**src/verilog/fetch_consts.svh**
```systemverilog
`ifndef FETCH_CONSTS_SVH
`define FETCH_CONSTS_SVH

// Start address after reset
`define FETCH_RESET_VECTOR 32'h0000_0000

// Number of one-word lines in the direct-mapped cache
`define FETCH_ICACHE_LINES 16

// Major opcodes in instruction bits [6:0]
`define FETCH_OP_LOAD     7'b0000011
`define FETCH_OP_LOAD_FP  7'b0000111
`define FETCH_OP_STORE    7'b0100011
`define FETCH_OP_STORE_FP 7'b0100111
`define FETCH_OP_OP       7'b0110011
`define FETCH_OP_OP_IMM   7'b0010011
`define FETCH_OP_OP_FP    7'b1010011
`define FETCH_OP_BRANCH   7'b1100011
`define FETCH_OP_JAL      7'b1101111
`define FETCH_OP_JALR     7'b1100111
`define FETCH_OP_LUI      7'b0110111
`define FETCH_OP_AUIPC    7'b0010111
`define FETCH_OP_SYSTEM   7'b1110011

// OP_FP funct7 values that move an operand to the integer file
`define FETCH_F7_FCMP     7'b1010000
`define FETCH_F7_FCVT_W_S 7'b1100000
`define FETCH_F7_FCVT_S_W 7'b1101000
`define FETCH_F7_FMV_X_W  7'b1110000
`define FETCH_F7_FMV_W_X  7'b1111000

// Full SYSTEM encodings that stop fetch
`define FETCH_INSN_ECALL 32'h0000_0073
`define FETCH_INSN_MRET  32'h3020_0073
`define FETCH_INSN_WFI   32'h1050_0073

`endif

```
**src/verilog/fetch_pkg.sv**
```systemverilog
`default_nettype none

`include "fetch_consts.svh"

package fetch_pkg;

	// Instruction, address or bus data
	typedef logic [31:0] word_t;

	// Bundle sequence number that wraps around
	typedef logic [7:0] fetch_tag_t;

	// Bit 5 selects the FP register file
	typedef logic [5:0] reg_index_t;

	typedef logic [$clog2(`FETCH_ICACHE_LINES)-1:0] icache_index_t;

	typedef enum logic {
		FETCH_WAIT_ICACHE,
		FETCH_WAIT_JUMP
	} fetch_state_t;

endpackage

`default_nettype wire

```
**src/verilog/fetch_predecode.sv**
```systemverilog
`timescale 1ns/1ps
`default_nettype none

`include "fetch_consts.svh"

module fetch_predecode (
	input wire fetch_pkg::word_t i_instruction,
	output fetch_pkg::reg_index_t o_rs1,
	output fetch_pkg::reg_index_t o_rs2,
	output fetch_pkg::reg_index_t o_rd,
	output logic o_control_flow
);

	logic [6:0] opcode;
	logic [2:0] funct3;
	logic [6:0] funct7;

	logic is_r;
	logic is_i;
	logic is_s;
	logic is_b;
	logic is_u;
	logic is_j;
	logic is_csr;

	logic is_op_fp;
	logic is_fmv_x_w;

	logic has_rs1;
	logic has_rs2;
	logic has_rd;
	logic rs1_fp;
	logic rs2_fp;
	logic rd_fp;

	assign opcode = i_instruction[6:0];
	assign funct3 = i_instruction[14:12];
	assign funct7 = i_instruction[31:25];

	// Format classes
	assign is_r = (opcode == `FETCH_OP_OP) || (opcode == `FETCH_OP_OP_FP);
	assign is_i = (opcode == `FETCH_OP_LOAD) || (opcode == `FETCH_OP_LOAD_FP) ||
		(opcode == `FETCH_OP_OP_IMM) || (opcode == `FETCH_OP_JALR);
	assign is_s = (opcode == `FETCH_OP_STORE) || (opcode == `FETCH_OP_STORE_FP);
	assign is_b = (opcode == `FETCH_OP_BRANCH);
	assign is_u = (opcode == `FETCH_OP_LUI) || (opcode == `FETCH_OP_AUIPC);
	assign is_j = (opcode == `FETCH_OP_JAL);
	// CSR access is SYSTEM with a nonzero funct3
	assign is_csr = (opcode == `FETCH_OP_SYSTEM) && (funct3 != 3'b000);

	assign has_rs1 = is_b || is_i || is_r || is_s || is_csr;
	assign has_rs2 = is_b || is_r || is_s;
	assign has_rd = is_i || is_j || is_r || is_u || is_csr;

	assign is_op_fp = (opcode == `FETCH_OP_OP_FP);
	assign is_fmv_x_w = is_op_fp && (funct7 == `FETCH_F7_FMV_X_W) && (funct3 == 3'b000);

	// Register file selection
	assign rs1_fp = is_op_fp && !is_fmv_x_w &&
		(funct7 != `FETCH_F7_FMV_W_X) && (funct7 != `FETCH_F7_FCVT_S_W);
	assign rs2_fp = is_op_fp || (opcode == `FETCH_OP_STORE_FP);
	assign rd_fp = (is_op_fp && !is_fmv_x_w &&
		(funct7 != `FETCH_F7_FCVT_W_S) && (funct7 != `FETCH_F7_FCMP)) ||
		(opcode == `FETCH_OP_LOAD_FP);

	assign o_rs1 = has_rs1 ? {rs1_fp, i_instruction[19:15]} : '0;
	assign o_rs2 = has_rs2 ? {rs2_fp, i_instruction[24:20]} : '0;
	assign o_rd = has_rd ? {rd_fp, i_instruction[11:7]} : '0;

	// Fetch stops here until decode sends a redirect
	assign o_control_flow = is_j || is_b || (opcode == `FETCH_OP_JALR) ||
		(i_instruction == `FETCH_INSN_ECALL) ||
		(i_instruction == `FETCH_INSN_MRET) ||
		(i_instruction == `FETCH_INSN_WFI);

endmodule

`default_nettype wire

```
**src/verilog/fetch_icache.sv**
```systemverilog
`timescale 1ns/1ps
`default_nettype none

`include "fetch_consts.svh"

module fetch_icache (
	input wire i_clock,
	input wire i_reset,

	input wire fetch_pkg::word_t i_pc,
	input wire i_stall,
	output fetch_pkg::word_t o_rdata,
	output logic o_ready,

	output logic o_bus_request,
	output fetch_pkg::word_t o_bus_address,
	input wire i_bus_ready,
	input wire fetch_pkg::word_t i_bus_rdata
);
	import fetch_pkg::*;

	localparam int INDEX_BITS = $bits(icache_index_t);
	localparam int TAG_BITS = 30 - INDEX_BITS;

	logic [`FETCH_ICACHE_LINES-1:0] line_valid;
	logic [TAG_BITS-1:0] line_tag [`FETCH_ICACHE_LINES];
	word_t line_data [`FETCH_ICACHE_LINES];

	icache_index_t lookup_index;
	logic [TAG_BITS-1:0] lookup_tag;
	logic lookup_hit;
	logic lookup_enable;

	icache_index_t refill_index;
	logic [TAG_BITS-1:0] refill_tag;
	logic refill_active;

	logic ready_q;
	word_t ready_pc;

	assign lookup_index = i_pc[2 +: INDEX_BITS];
	assign lookup_tag = i_pc[31 -: TAG_BITS];
	assign lookup_hit = line_valid[lookup_index] && (line_tag[lookup_index] == lookup_tag);

	// One lookup per result; skip the cycle where a result is presented
	assign lookup_enable = !i_stall && !refill_active && !ready_q;

	assign refill_index = o_bus_address[2 +: INDEX_BITS];
	assign refill_tag = o_bus_address[31 -: TAG_BITS];

	assign o_bus_request = refill_active;

	// A PC redirect since the lookup drops the result
	assign o_ready = ready_q && (i_pc == ready_pc);

	always_ff @(posedge i_clock) begin
		if (i_reset) begin
			line_valid <= '0;
			refill_active <= 1'b0;
			ready_q <= 1'b0;
		end else begin
			ready_q <= 1'b0;
			if (refill_active) begin
				if (i_bus_ready) begin
					line_valid[refill_index] <= 1'b1;
					refill_active <= 1'b0;
					// Stalled consumer picks the word up later as a hit
					ready_q <= !i_stall;
				end
			end else if (lookup_enable) begin
				if (lookup_hit) begin
					ready_q <= 1'b1;
				end else begin
					refill_active <= 1'b1;
				end
			end
		end
	end

	always_ff @(posedge i_clock) begin
		if (refill_active && i_bus_ready) begin
			line_tag[refill_index] <= refill_tag;
			line_data[refill_index] <= i_bus_rdata;
			o_rdata <= i_bus_rdata;
			ready_pc <= o_bus_address;
		end else if (!refill_active && lookup_enable) begin
			o_rdata <= line_data[lookup_index];
			ready_pc <= i_pc;
			if (!lookup_hit) begin
				o_bus_address <= {i_pc[31:2], 2'b00};
			end
		end
	end

endmodule

`default_nettype wire

```
**src/verilog/fetch_hold_buffer.sv**
```systemverilog
`timescale 1ns/1ps
`default_nettype none

module fetch_hold_buffer (
	input wire i_clock,
	input wire i_reset,
	input wire i_decode_busy,

	input wire fetch_pkg::fetch_tag_t i_tag,
	input wire fetch_pkg::word_t i_pc,
	input wire fetch_pkg::word_t i_instruction,
	input wire fetch_pkg::reg_index_t i_rs1,
	input wire fetch_pkg::reg_index_t i_rs2,
	input wire fetch_pkg::reg_index_t i_rs3,
	input wire fetch_pkg::reg_index_t i_rd,

	output fetch_pkg::fetch_tag_t o_tag,
	output fetch_pkg::word_t o_pc,
	output fetch_pkg::word_t o_instruction,
	output fetch_pkg::reg_index_t o_rs1,
	output fetch_pkg::reg_index_t o_rs2,
	output fetch_pkg::reg_index_t o_rs3,
	output fetch_pkg::reg_index_t o_rd
);
	import fetch_pkg::*;

	fetch_tag_t held_tag;
	word_t held_pc;
	word_t held_instruction;
	reg_index_t held_rs1;
	reg_index_t held_rs2;
	reg_index_t held_rs3;
	reg_index_t held_rd;

	// Copy of the bundle decode last accepted
	always_ff @(posedge i_clock) begin
		if (i_reset) begin
			held_tag <= '0;
			held_pc <= '0;
			held_instruction <= '0;
			held_rs1 <= '0;
			held_rs2 <= '0;
			held_rs3 <= '0;
			held_rd <= '0;
		end else if (!i_decode_busy) begin
			held_tag <= i_tag;
			held_pc <= i_pc;
			held_instruction <= i_instruction;
			held_rs1 <= i_rs1;
			held_rs2 <= i_rs2;
			held_rs3 <= i_rs3;
			held_rd <= i_rd;
		end
	end

	// Live bundle passes straight through while decode is free
	assign o_tag = i_decode_busy ? held_tag : i_tag;
	assign o_pc = i_decode_busy ? held_pc : i_pc;
	assign o_instruction = i_decode_busy ? held_instruction : i_instruction;
	assign o_rs1 = i_decode_busy ? held_rs1 : i_rs1;
	assign o_rs2 = i_decode_busy ? held_rs2 : i_rs2;
	assign o_rs3 = i_decode_busy ? held_rs3 : i_rs3;
	assign o_rd = i_decode_busy ? held_rd : i_rd;

endmodule

`default_nettype wire

```
**src/verilog/fetch_sequencer.sv**
```systemverilog
`timescale 1ns/1ps
`default_nettype none

`include "fetch_consts.svh"

module fetch_sequencer #(
	parameter fetch_pkg::word_t RESET_VECTOR = `FETCH_RESET_VECTOR
) (
	input wire i_clock,
	input wire i_reset,

	input wire i_jump,
	input wire fetch_pkg::word_t i_jump_pc,
	input wire i_irq_pending,
	input wire fetch_pkg::word_t i_irq_pc,
	output logic o_irq_dispatched,
	output fetch_pkg::word_t o_irq_epc,

	output logic o_bus_request,
	output fetch_pkg::word_t o_bus_address,
	input wire i_bus_ready,
	input wire fetch_pkg::word_t i_bus_rdata,

	input wire i_decode_busy,
	output fetch_pkg::fetch_tag_t o_tag,
	output fetch_pkg::word_t o_pc,
	output fetch_pkg::word_t o_instruction,
	output fetch_pkg::reg_index_t o_rs1,
	output fetch_pkg::reg_index_t o_rs2,
	output fetch_pkg::reg_index_t o_rs3,
	output fetch_pkg::reg_index_t o_rd
);
	import fetch_pkg::*;

	fetch_state_t state;
	word_t pc;

	word_t icache_rdata;
	logic icache_ready;
	logic icache_stall;

	reg_index_t pre_rs1;
	reg_index_t pre_rs2;
	reg_index_t pre_rd;
	logic pre_control_flow;

	// No three-source instructions are predecoded
	assign o_rs3 = '0;

	assign icache_stall = i_decode_busy || (state != FETCH_WAIT_ICACHE);

	fetch_icache icache0 (
		.i_clock(i_clock),
		.i_reset(i_reset),
		.i_pc(pc),
		.i_stall(icache_stall),
		.o_rdata(icache_rdata),
		.o_ready(icache_ready),
		.o_bus_request(o_bus_request),
		.o_bus_address(o_bus_address),
		.i_bus_ready(i_bus_ready),
		.i_bus_rdata(i_bus_rdata)
	);

	fetch_predecode predecode0 (
		.i_instruction(icache_rdata),
		.o_rs1(pre_rs1),
		.o_rs2(pre_rs2),
		.o_rd(pre_rd),
		.o_control_flow(pre_control_flow)
	);

	always_ff @(posedge i_clock) begin
		if (i_reset) begin
			state <= FETCH_WAIT_ICACHE;
			pc <= RESET_VECTOR;
			o_irq_dispatched <= 1'b0;
			o_irq_epc <= '0;
			o_tag <= '0;
			o_pc <= '0;
			o_instruction <= '0;
			o_rs1 <= '0;
			o_rs2 <= '0;
			o_rd <= '0;
		end else begin
			o_irq_dispatched <= 1'b0;
			o_irq_epc <= '0;

			// Interrupt wins over fetch and redirect
			if (i_irq_pending) begin
				o_irq_dispatched <= 1'b1;
				o_irq_epc <= pc;
				pc <= i_irq_pc;
				state <= FETCH_WAIT_ICACHE;
			end else begin
				case (state)
					FETCH_WAIT_ICACHE: begin
						if (icache_ready) begin
							o_tag <= o_tag + 1'b1;
							o_pc <= pc;
							o_instruction <= icache_rdata;
							o_rs1 <= pre_rs1;
							o_rs2 <= pre_rs2;
							o_rd <= pre_rd;
							if (pre_control_flow) begin
								state <= FETCH_WAIT_JUMP;
							end else begin
								pc <= pc + 32'd4;
							end
						end
					end
					FETCH_WAIT_JUMP: begin
						if (i_jump) begin
							pc <= i_jump_pc;
							state <= FETCH_WAIT_ICACHE;
						end
					end
					default: begin
						state <= FETCH_WAIT_ICACHE;
					end
				endcase
			end
		end
	end

endmodule

`default_nettype wire

```
**src/verilog/fetch_top.sv**
```systemverilog
`timescale 1ns/1ps
`default_nettype none

`include "fetch_consts.svh"

module fetch_top #(
	parameter fetch_pkg::word_t RESET_VECTOR = `FETCH_RESET_VECTOR
) (
	input wire i_clock,
	input wire i_reset,

	input wire i_jump,
	input wire fetch_pkg::word_t i_jump_pc,
	input wire i_irq_pending,
	input wire fetch_pkg::word_t i_irq_pc,
	output logic o_irq_dispatched,
	output fetch_pkg::word_t o_irq_epc,

	output logic o_bus_request,
	output fetch_pkg::word_t o_bus_address,
	input wire i_bus_ready,
	input wire fetch_pkg::word_t i_bus_rdata,

	input wire i_decode_busy,
	output fetch_pkg::fetch_tag_t o_tag,
	output fetch_pkg::word_t o_pc,
	output fetch_pkg::word_t o_instruction,
	output fetch_pkg::reg_index_t o_rs1,
	output fetch_pkg::reg_index_t o_rs2,
	output fetch_pkg::reg_index_t o_rs3,
	output fetch_pkg::reg_index_t o_rd
);
	import fetch_pkg::*;

	// Sequencer bundle ahead of the back-pressure stage
	fetch_tag_t seq_tag;
	word_t seq_pc;
	word_t seq_instruction;
	reg_index_t seq_rs1;
	reg_index_t seq_rs2;
	reg_index_t seq_rs3;
	reg_index_t seq_rd;

	fetch_sequencer #(
		.RESET_VECTOR(RESET_VECTOR)
	) sequencer0 (
		.i_clock(i_clock),
		.i_reset(i_reset),
		.i_jump(i_jump),
		.i_jump_pc(i_jump_pc),
		.i_irq_pending(i_irq_pending),
		.i_irq_pc(i_irq_pc),
		.o_irq_dispatched(o_irq_dispatched),
		.o_irq_epc(o_irq_epc),
		.o_bus_request(o_bus_request),
		.o_bus_address(o_bus_address),
		.i_bus_ready(i_bus_ready),
		.i_bus_rdata(i_bus_rdata),
		.i_decode_busy(i_decode_busy),
		.o_tag(seq_tag),
		.o_pc(seq_pc),
		.o_instruction(seq_instruction),
		.o_rs1(seq_rs1),
		.o_rs2(seq_rs2),
		.o_rs3(seq_rs3),
		.o_rd(seq_rd)
	);

	fetch_hold_buffer hold0 (
		.i_clock(i_clock),
		.i_reset(i_reset),
		.i_decode_busy(i_decode_busy),
		.i_tag(seq_tag),
		.i_pc(seq_pc),
		.i_instruction(seq_instruction),
		.i_rs1(seq_rs1),
		.i_rs2(seq_rs2),
		.i_rs3(seq_rs3),
		.i_rd(seq_rd),
		.o_tag(o_tag),
		.o_pc(o_pc),
		.o_instruction(o_instruction),
		.o_rs1(o_rs1),
		.o_rs2(o_rs2),
		.o_rs3(o_rs3),
		.o_rd(o_rd)
	);

endmodule

`default_nettype wire

```
**config.mk**
```make
export PLATFORM = sky130hd
export DESIGN_NAME = fetch_top
export DESIGN_NICKNAME = d
export VERILOG_FILES = /design/src/verilog/fetch_pkg.sv /design/src/verilog/fetch_predecode.sv /design/src/verilog/fetch_icache.sv /design/src/verilog/fetch_hold_buffer.sv /design/src/verilog/fetch_sequencer.sv /design/src/verilog/fetch_top.sv
export VERILOG_INCLUDE_DIRS = /design/src /design/src/verilog
export SDC_FILE = /design/constraint.sdc
export NUM_CORES = 1
export LEC_CHECK = 0
export ABC_AREA = 1
export BUFFER_PORTS_ARGS = -buffer_cell sky130_fd_sc_hd__buf_4
export CAP_MARGIN = 5
export CORE_ASPECT_RATIO = 0.9
export CORE_MARGIN = 1
export CORE_UTILIZATION = 25
export CTS_BUF_LIST = sky130_fd_sc_hd__clkbuf_8 sky130_fd_sc_hd__clkbuf_16
export DETAILED_ROUTE_END_ITERATION = 10
export PLACE_DENSITY = 0.38
export SYNTH_ARGS = -nofsm -noshare
export SYNTH_HDL_FRONTEND = slang
export SYNTH_SLANG_ARGS = --single-unit
```
**constraint.sdc**
```tcl
create_clock -name i_clock -period 4.16 [get_ports i_clock]
set_input_delay 0.624 -clock i_clock [delete_from_list [all_inputs] [get_ports i_clock]]
set_output_delay 0.624 -clock i_clock [all_outputs]
set_load 0.01 [all_outputs]
```
==> summary.md <==
| Metric | Value |
|---|---|
| Post-synth ARST share | `0%` |
| RSZ-0062 raised after global routing | `no` |
| Final Hold Viols | `0` |
| Worst IR Drop VDD | `0.291 mV` |
| CTS clock-pin slew for the worst setup and hold paths | `about 0.060 ns` |
| Worst skew pair latency | `0.80 ns` |
| Data required, critical path | `~4.8 ns` |
| Post-synth top area share | `58.3%` |
| Setup crit end kind | `register` |
| Worst path cell trace | `nor4_1 -> nand4_1 -> nor2_1 -> nand3_1 -> nand2_1 -> nand3b_4 -> nand2_2 -> inv_2 -> buf_4 -> nor2_1 -> nor2_1` |
| Sequential cell area fraction in the yosys report | `68.7%` |
| Syn Inst Count | `4933` |
| Core box area | `209000 um^2` |
| Most used cell, CP | `nor2_1` |
| Number of global-route vias before repair | `36380` |
| Clk sinks | `1296` |
| Setup Fix Bufs, Post-CTS | `0` |
| Slowest-stage cell, CP | `edfxtp_1` |
| Setup TNS Final | `0 ns` |
| Slew Viols, Final | `0` |
| # setup viols final | `0` |
| Syn avg cell area | `10.7 um^2` |
| Largest cells by area after synthesis | `edfxtp_1 (58%), dfxtp_1 (10%), nand2_1 (8.2%), nor2_1 (4.1%), nand3_1 (3.4%)` |
| Netlist cell types | `48` |
| Post-route ant nets | `0` |
| Initial antenna violation count | `13` |
| Post-synthesis register bit count | `approximately 1300` |
| Post-synth EDFFs | `1022` |
| Max Fclk | `293 MHz` |
| Worst reg2reg setup slack | `0.75 ns` |
| DRC | `0` |
| Slew headroom | `35.0%` |
| Post-DR vias/cell | `4.64` |
| Pin count of the biggest net entering global routing | `between 150 and 200` |
| Crit Path Category | `register to register` |
| Iteration-0 DRC Markers | `3003` |
| # hold bufs at CTS | `0` |
| CP arrival | `4.01 ns` |
| GRT overflow | `0` |
| Worst Max-Slew Pin Slew | `a little under 1 ns` |
| Initial core utilization | `25.2%` |
| Post-DP HPWL | `118 mm` |
| Routed WL per cell | `24.2 um` |
| IO Pins | `~260` |
| Yosys top cell by area | `edfxtp_1` |
| Die Area | `around 210000 um^2` |
| Post-route minimum period | `roughly 3.4 ns` |
| Final WL | `196 mm` |
| First-pass GRT wire length | `278 mm` |
| Layout cell share with drive strength beyond 1 | `12.1%` |
| Area of the multi-input gates | `around 14000 um^2` |
| MaxCap Viol Count | `0` |
| Post-cts gate resize count | `0` |
| CP Launch Type | `register` |
| Critical path's largest stage delay | `0.59 ns` |
| Num CTS Buffers | `150` |
| Hold path depth | `1` |
| Most numerous cell in the Yosys netlist | `nand2_1` |
| IO Port Bufs | `261` |
| Commonest cells post-synth | `nand2_1 (1150), edfxtp_1 (1022), nor2_1 (571), nand3_1 (362), o21ai_0 (362)` |
| Clock Root Buffer | `clkbuf_16` |
| Rows | `159` |
| Hold crit path type | `input port to register` |
| Die width | `roughly 490 um` |
| CTS tree | `done` |
| Final worst-path cycle share | `81.9%` |
| RePlAce Congestion | `0.868` |
| Final hold slack | `0.150 ns` |
| # nets final | `5267` |
| GRT Total Usage | `a little under a fifth` |
| Clk buf depth | `3` |
| Post-Syn Area | `about 53000 um^2` |
| FF/Latch Area | `~36000 um^2` |
| FF-to-FF path depth | `11` |
| Yosys warning count | `0` |
| PwrDens | `472 nW/um^2` |
| Critical path fanouts, max | `22` |
| Leakage | `~23 nW` |
| Clk_skew | `0.0431 ns` |
| H-tree levels | `4` |
| Top FF cell, synth | `edfxtp_1` |
| Layout area overhead | `19.5%` |
| Post-layout util | `30.1%` |
| Detailed Routing Iterations Pass 1 | `6` |
| Outcome | `complete, no violations` |
| Die height | `438 um` |
| Filler cell count | `between 20000 and 25000` |
| Via count | `between 30000 and 40000` |
-- worst paths after layout --
| path | from | endpoint |
|---|---|---|
| min reg2reg | hold0.held_rs3[1] | hold0.held_rs3[1] |
| min | i_bus_rdata[7] | sequencer0.icache0.line_data[2][7] |
| max | sequencer0.icache0.o_rdata[23] | register |
| max reg2reg | sequencer0.icache0.o_rdata[23] | register |
-- cell families (layout without fill, tap and decap cells) --
group / after synthesis / in the layout / share of synthesized area [%]
simple gates: 2181 / 2181 / 16.9
flops: 1296 / 1296 / 68.7
compound gates: 830 / 830 / 9.01
buf+inv: 581 / 924 / 4.67
xor+xnor: 41 / 41 / 0.682
fa+ha+maj: 2 / 2 / 0.0475
other cells: 1 / 3 / 0.00712
mux: 1 / 1 / 0.0190
-- critical path, delay by kind of cell, from the launching register on --
kind	cells	cell delay [ns]
buffers and inverters	2	0.45
AND/OR/NAND/NOR	9	2.18
flip-flops	1	0.59
-- per-stage QoR --
step	instances	setup slack, ns	area (um^2)	total power, mW
after floorplan	4934	0.0819	52700	15.9
after detailed placement	7828	0.737	58200	17.1
final	8095	0.752	62900	29.7
after global routing	8094	0.584	62900	30.8
after global placement	7828	0.687	58200	17.1
after CTS	8094	0.697	62900	30.1
-- flip-flops by register name, indices dropped and copies added (netlist names), 30 cells and up, named ones only --
signal                            flops
sequencer0.icache0.o_rdata           32
sequencer0.icache0.line_data        512
hold0.held_instruction               32
sequencer0.icache0.ready_pc          32
sequencer0.o_pc                      32
sequencer0.pc                        32
hold0.held_pc                        32
sequencer0.icache0.line_tag         416
sequencer0.o_irq_epc                 32
sequencer0.icache0.o_bus_address     30
sequencer0.o_instruction             32
-- cell type report --
| class | instances | share of cell area [%] |
|---|---|---|
| Multi-Input combinational cell | 3057 | 22.5 |
| Timing Repair Buffer | 381 | 5.09 |
| Clock buffer | 163 | 6.32 |
| Sequential cell | 1296 | 57.5 |
| Inverter | 277 | 1.70 |
| Antenna cell | 1 | 0.00398 |
| Tap cell | 2817 | 5.60 |
| Clock inverter | 103 | 1.24 |
-- metal layers --
layer	global-route usage, %	share of wire (%)	vias up
met4	5.24	2.7	8
met3	2.83	4.6	250
li1	-	-	17568
met5	0	0.032	-
met1	25.4	47	18822
met2	28.6	46	951
-- report_power, final --
part           total, mW  internal [mW]  switching, mW
Sequential          14.5           14.2          0.281
Clock               12.9           7.33           5.59
Combinational       2.33          0.645           1.69
-- placed cells by master (no fill, tap or decap), types with 4 or more instances in the layout --
master,synthesis,routed
o211ai_1,30,30
a21oi_1,195,195
clkinv_2,0,20
nand3_1,362,362
inv_2,11,10
nor2_4,2,18
o21ai_0,362,362
a31oi_1,32,32
or2_1,6,6
inv_6,0,5
o221ai_1,95,95
o21a_1,11,11
bufinv_16,0,7
dfxtp_1,274,270
inv_4,3,5
nand3b_1,15,15
o21ai_1,54,54
nand4_1,23,23
clkinv_1,5,20
buf_12,0,27
clkinv_8,0,4
xnor2_1,5,5
a211oi_1,4,4
buf_4,29,353
clkbuf_8,0,9
nor3_1,24,24
o22ai_1,37,37
nor4_1,11,11
nor2_1,571,554
nor3b_1,6,6
edfxtp_1,1022,1022
nand2_1,1150,1148
xor2_1,36,36
clkbuf_16,0,154
inv_1,258,299
Power figures use the tool's default switching activity.
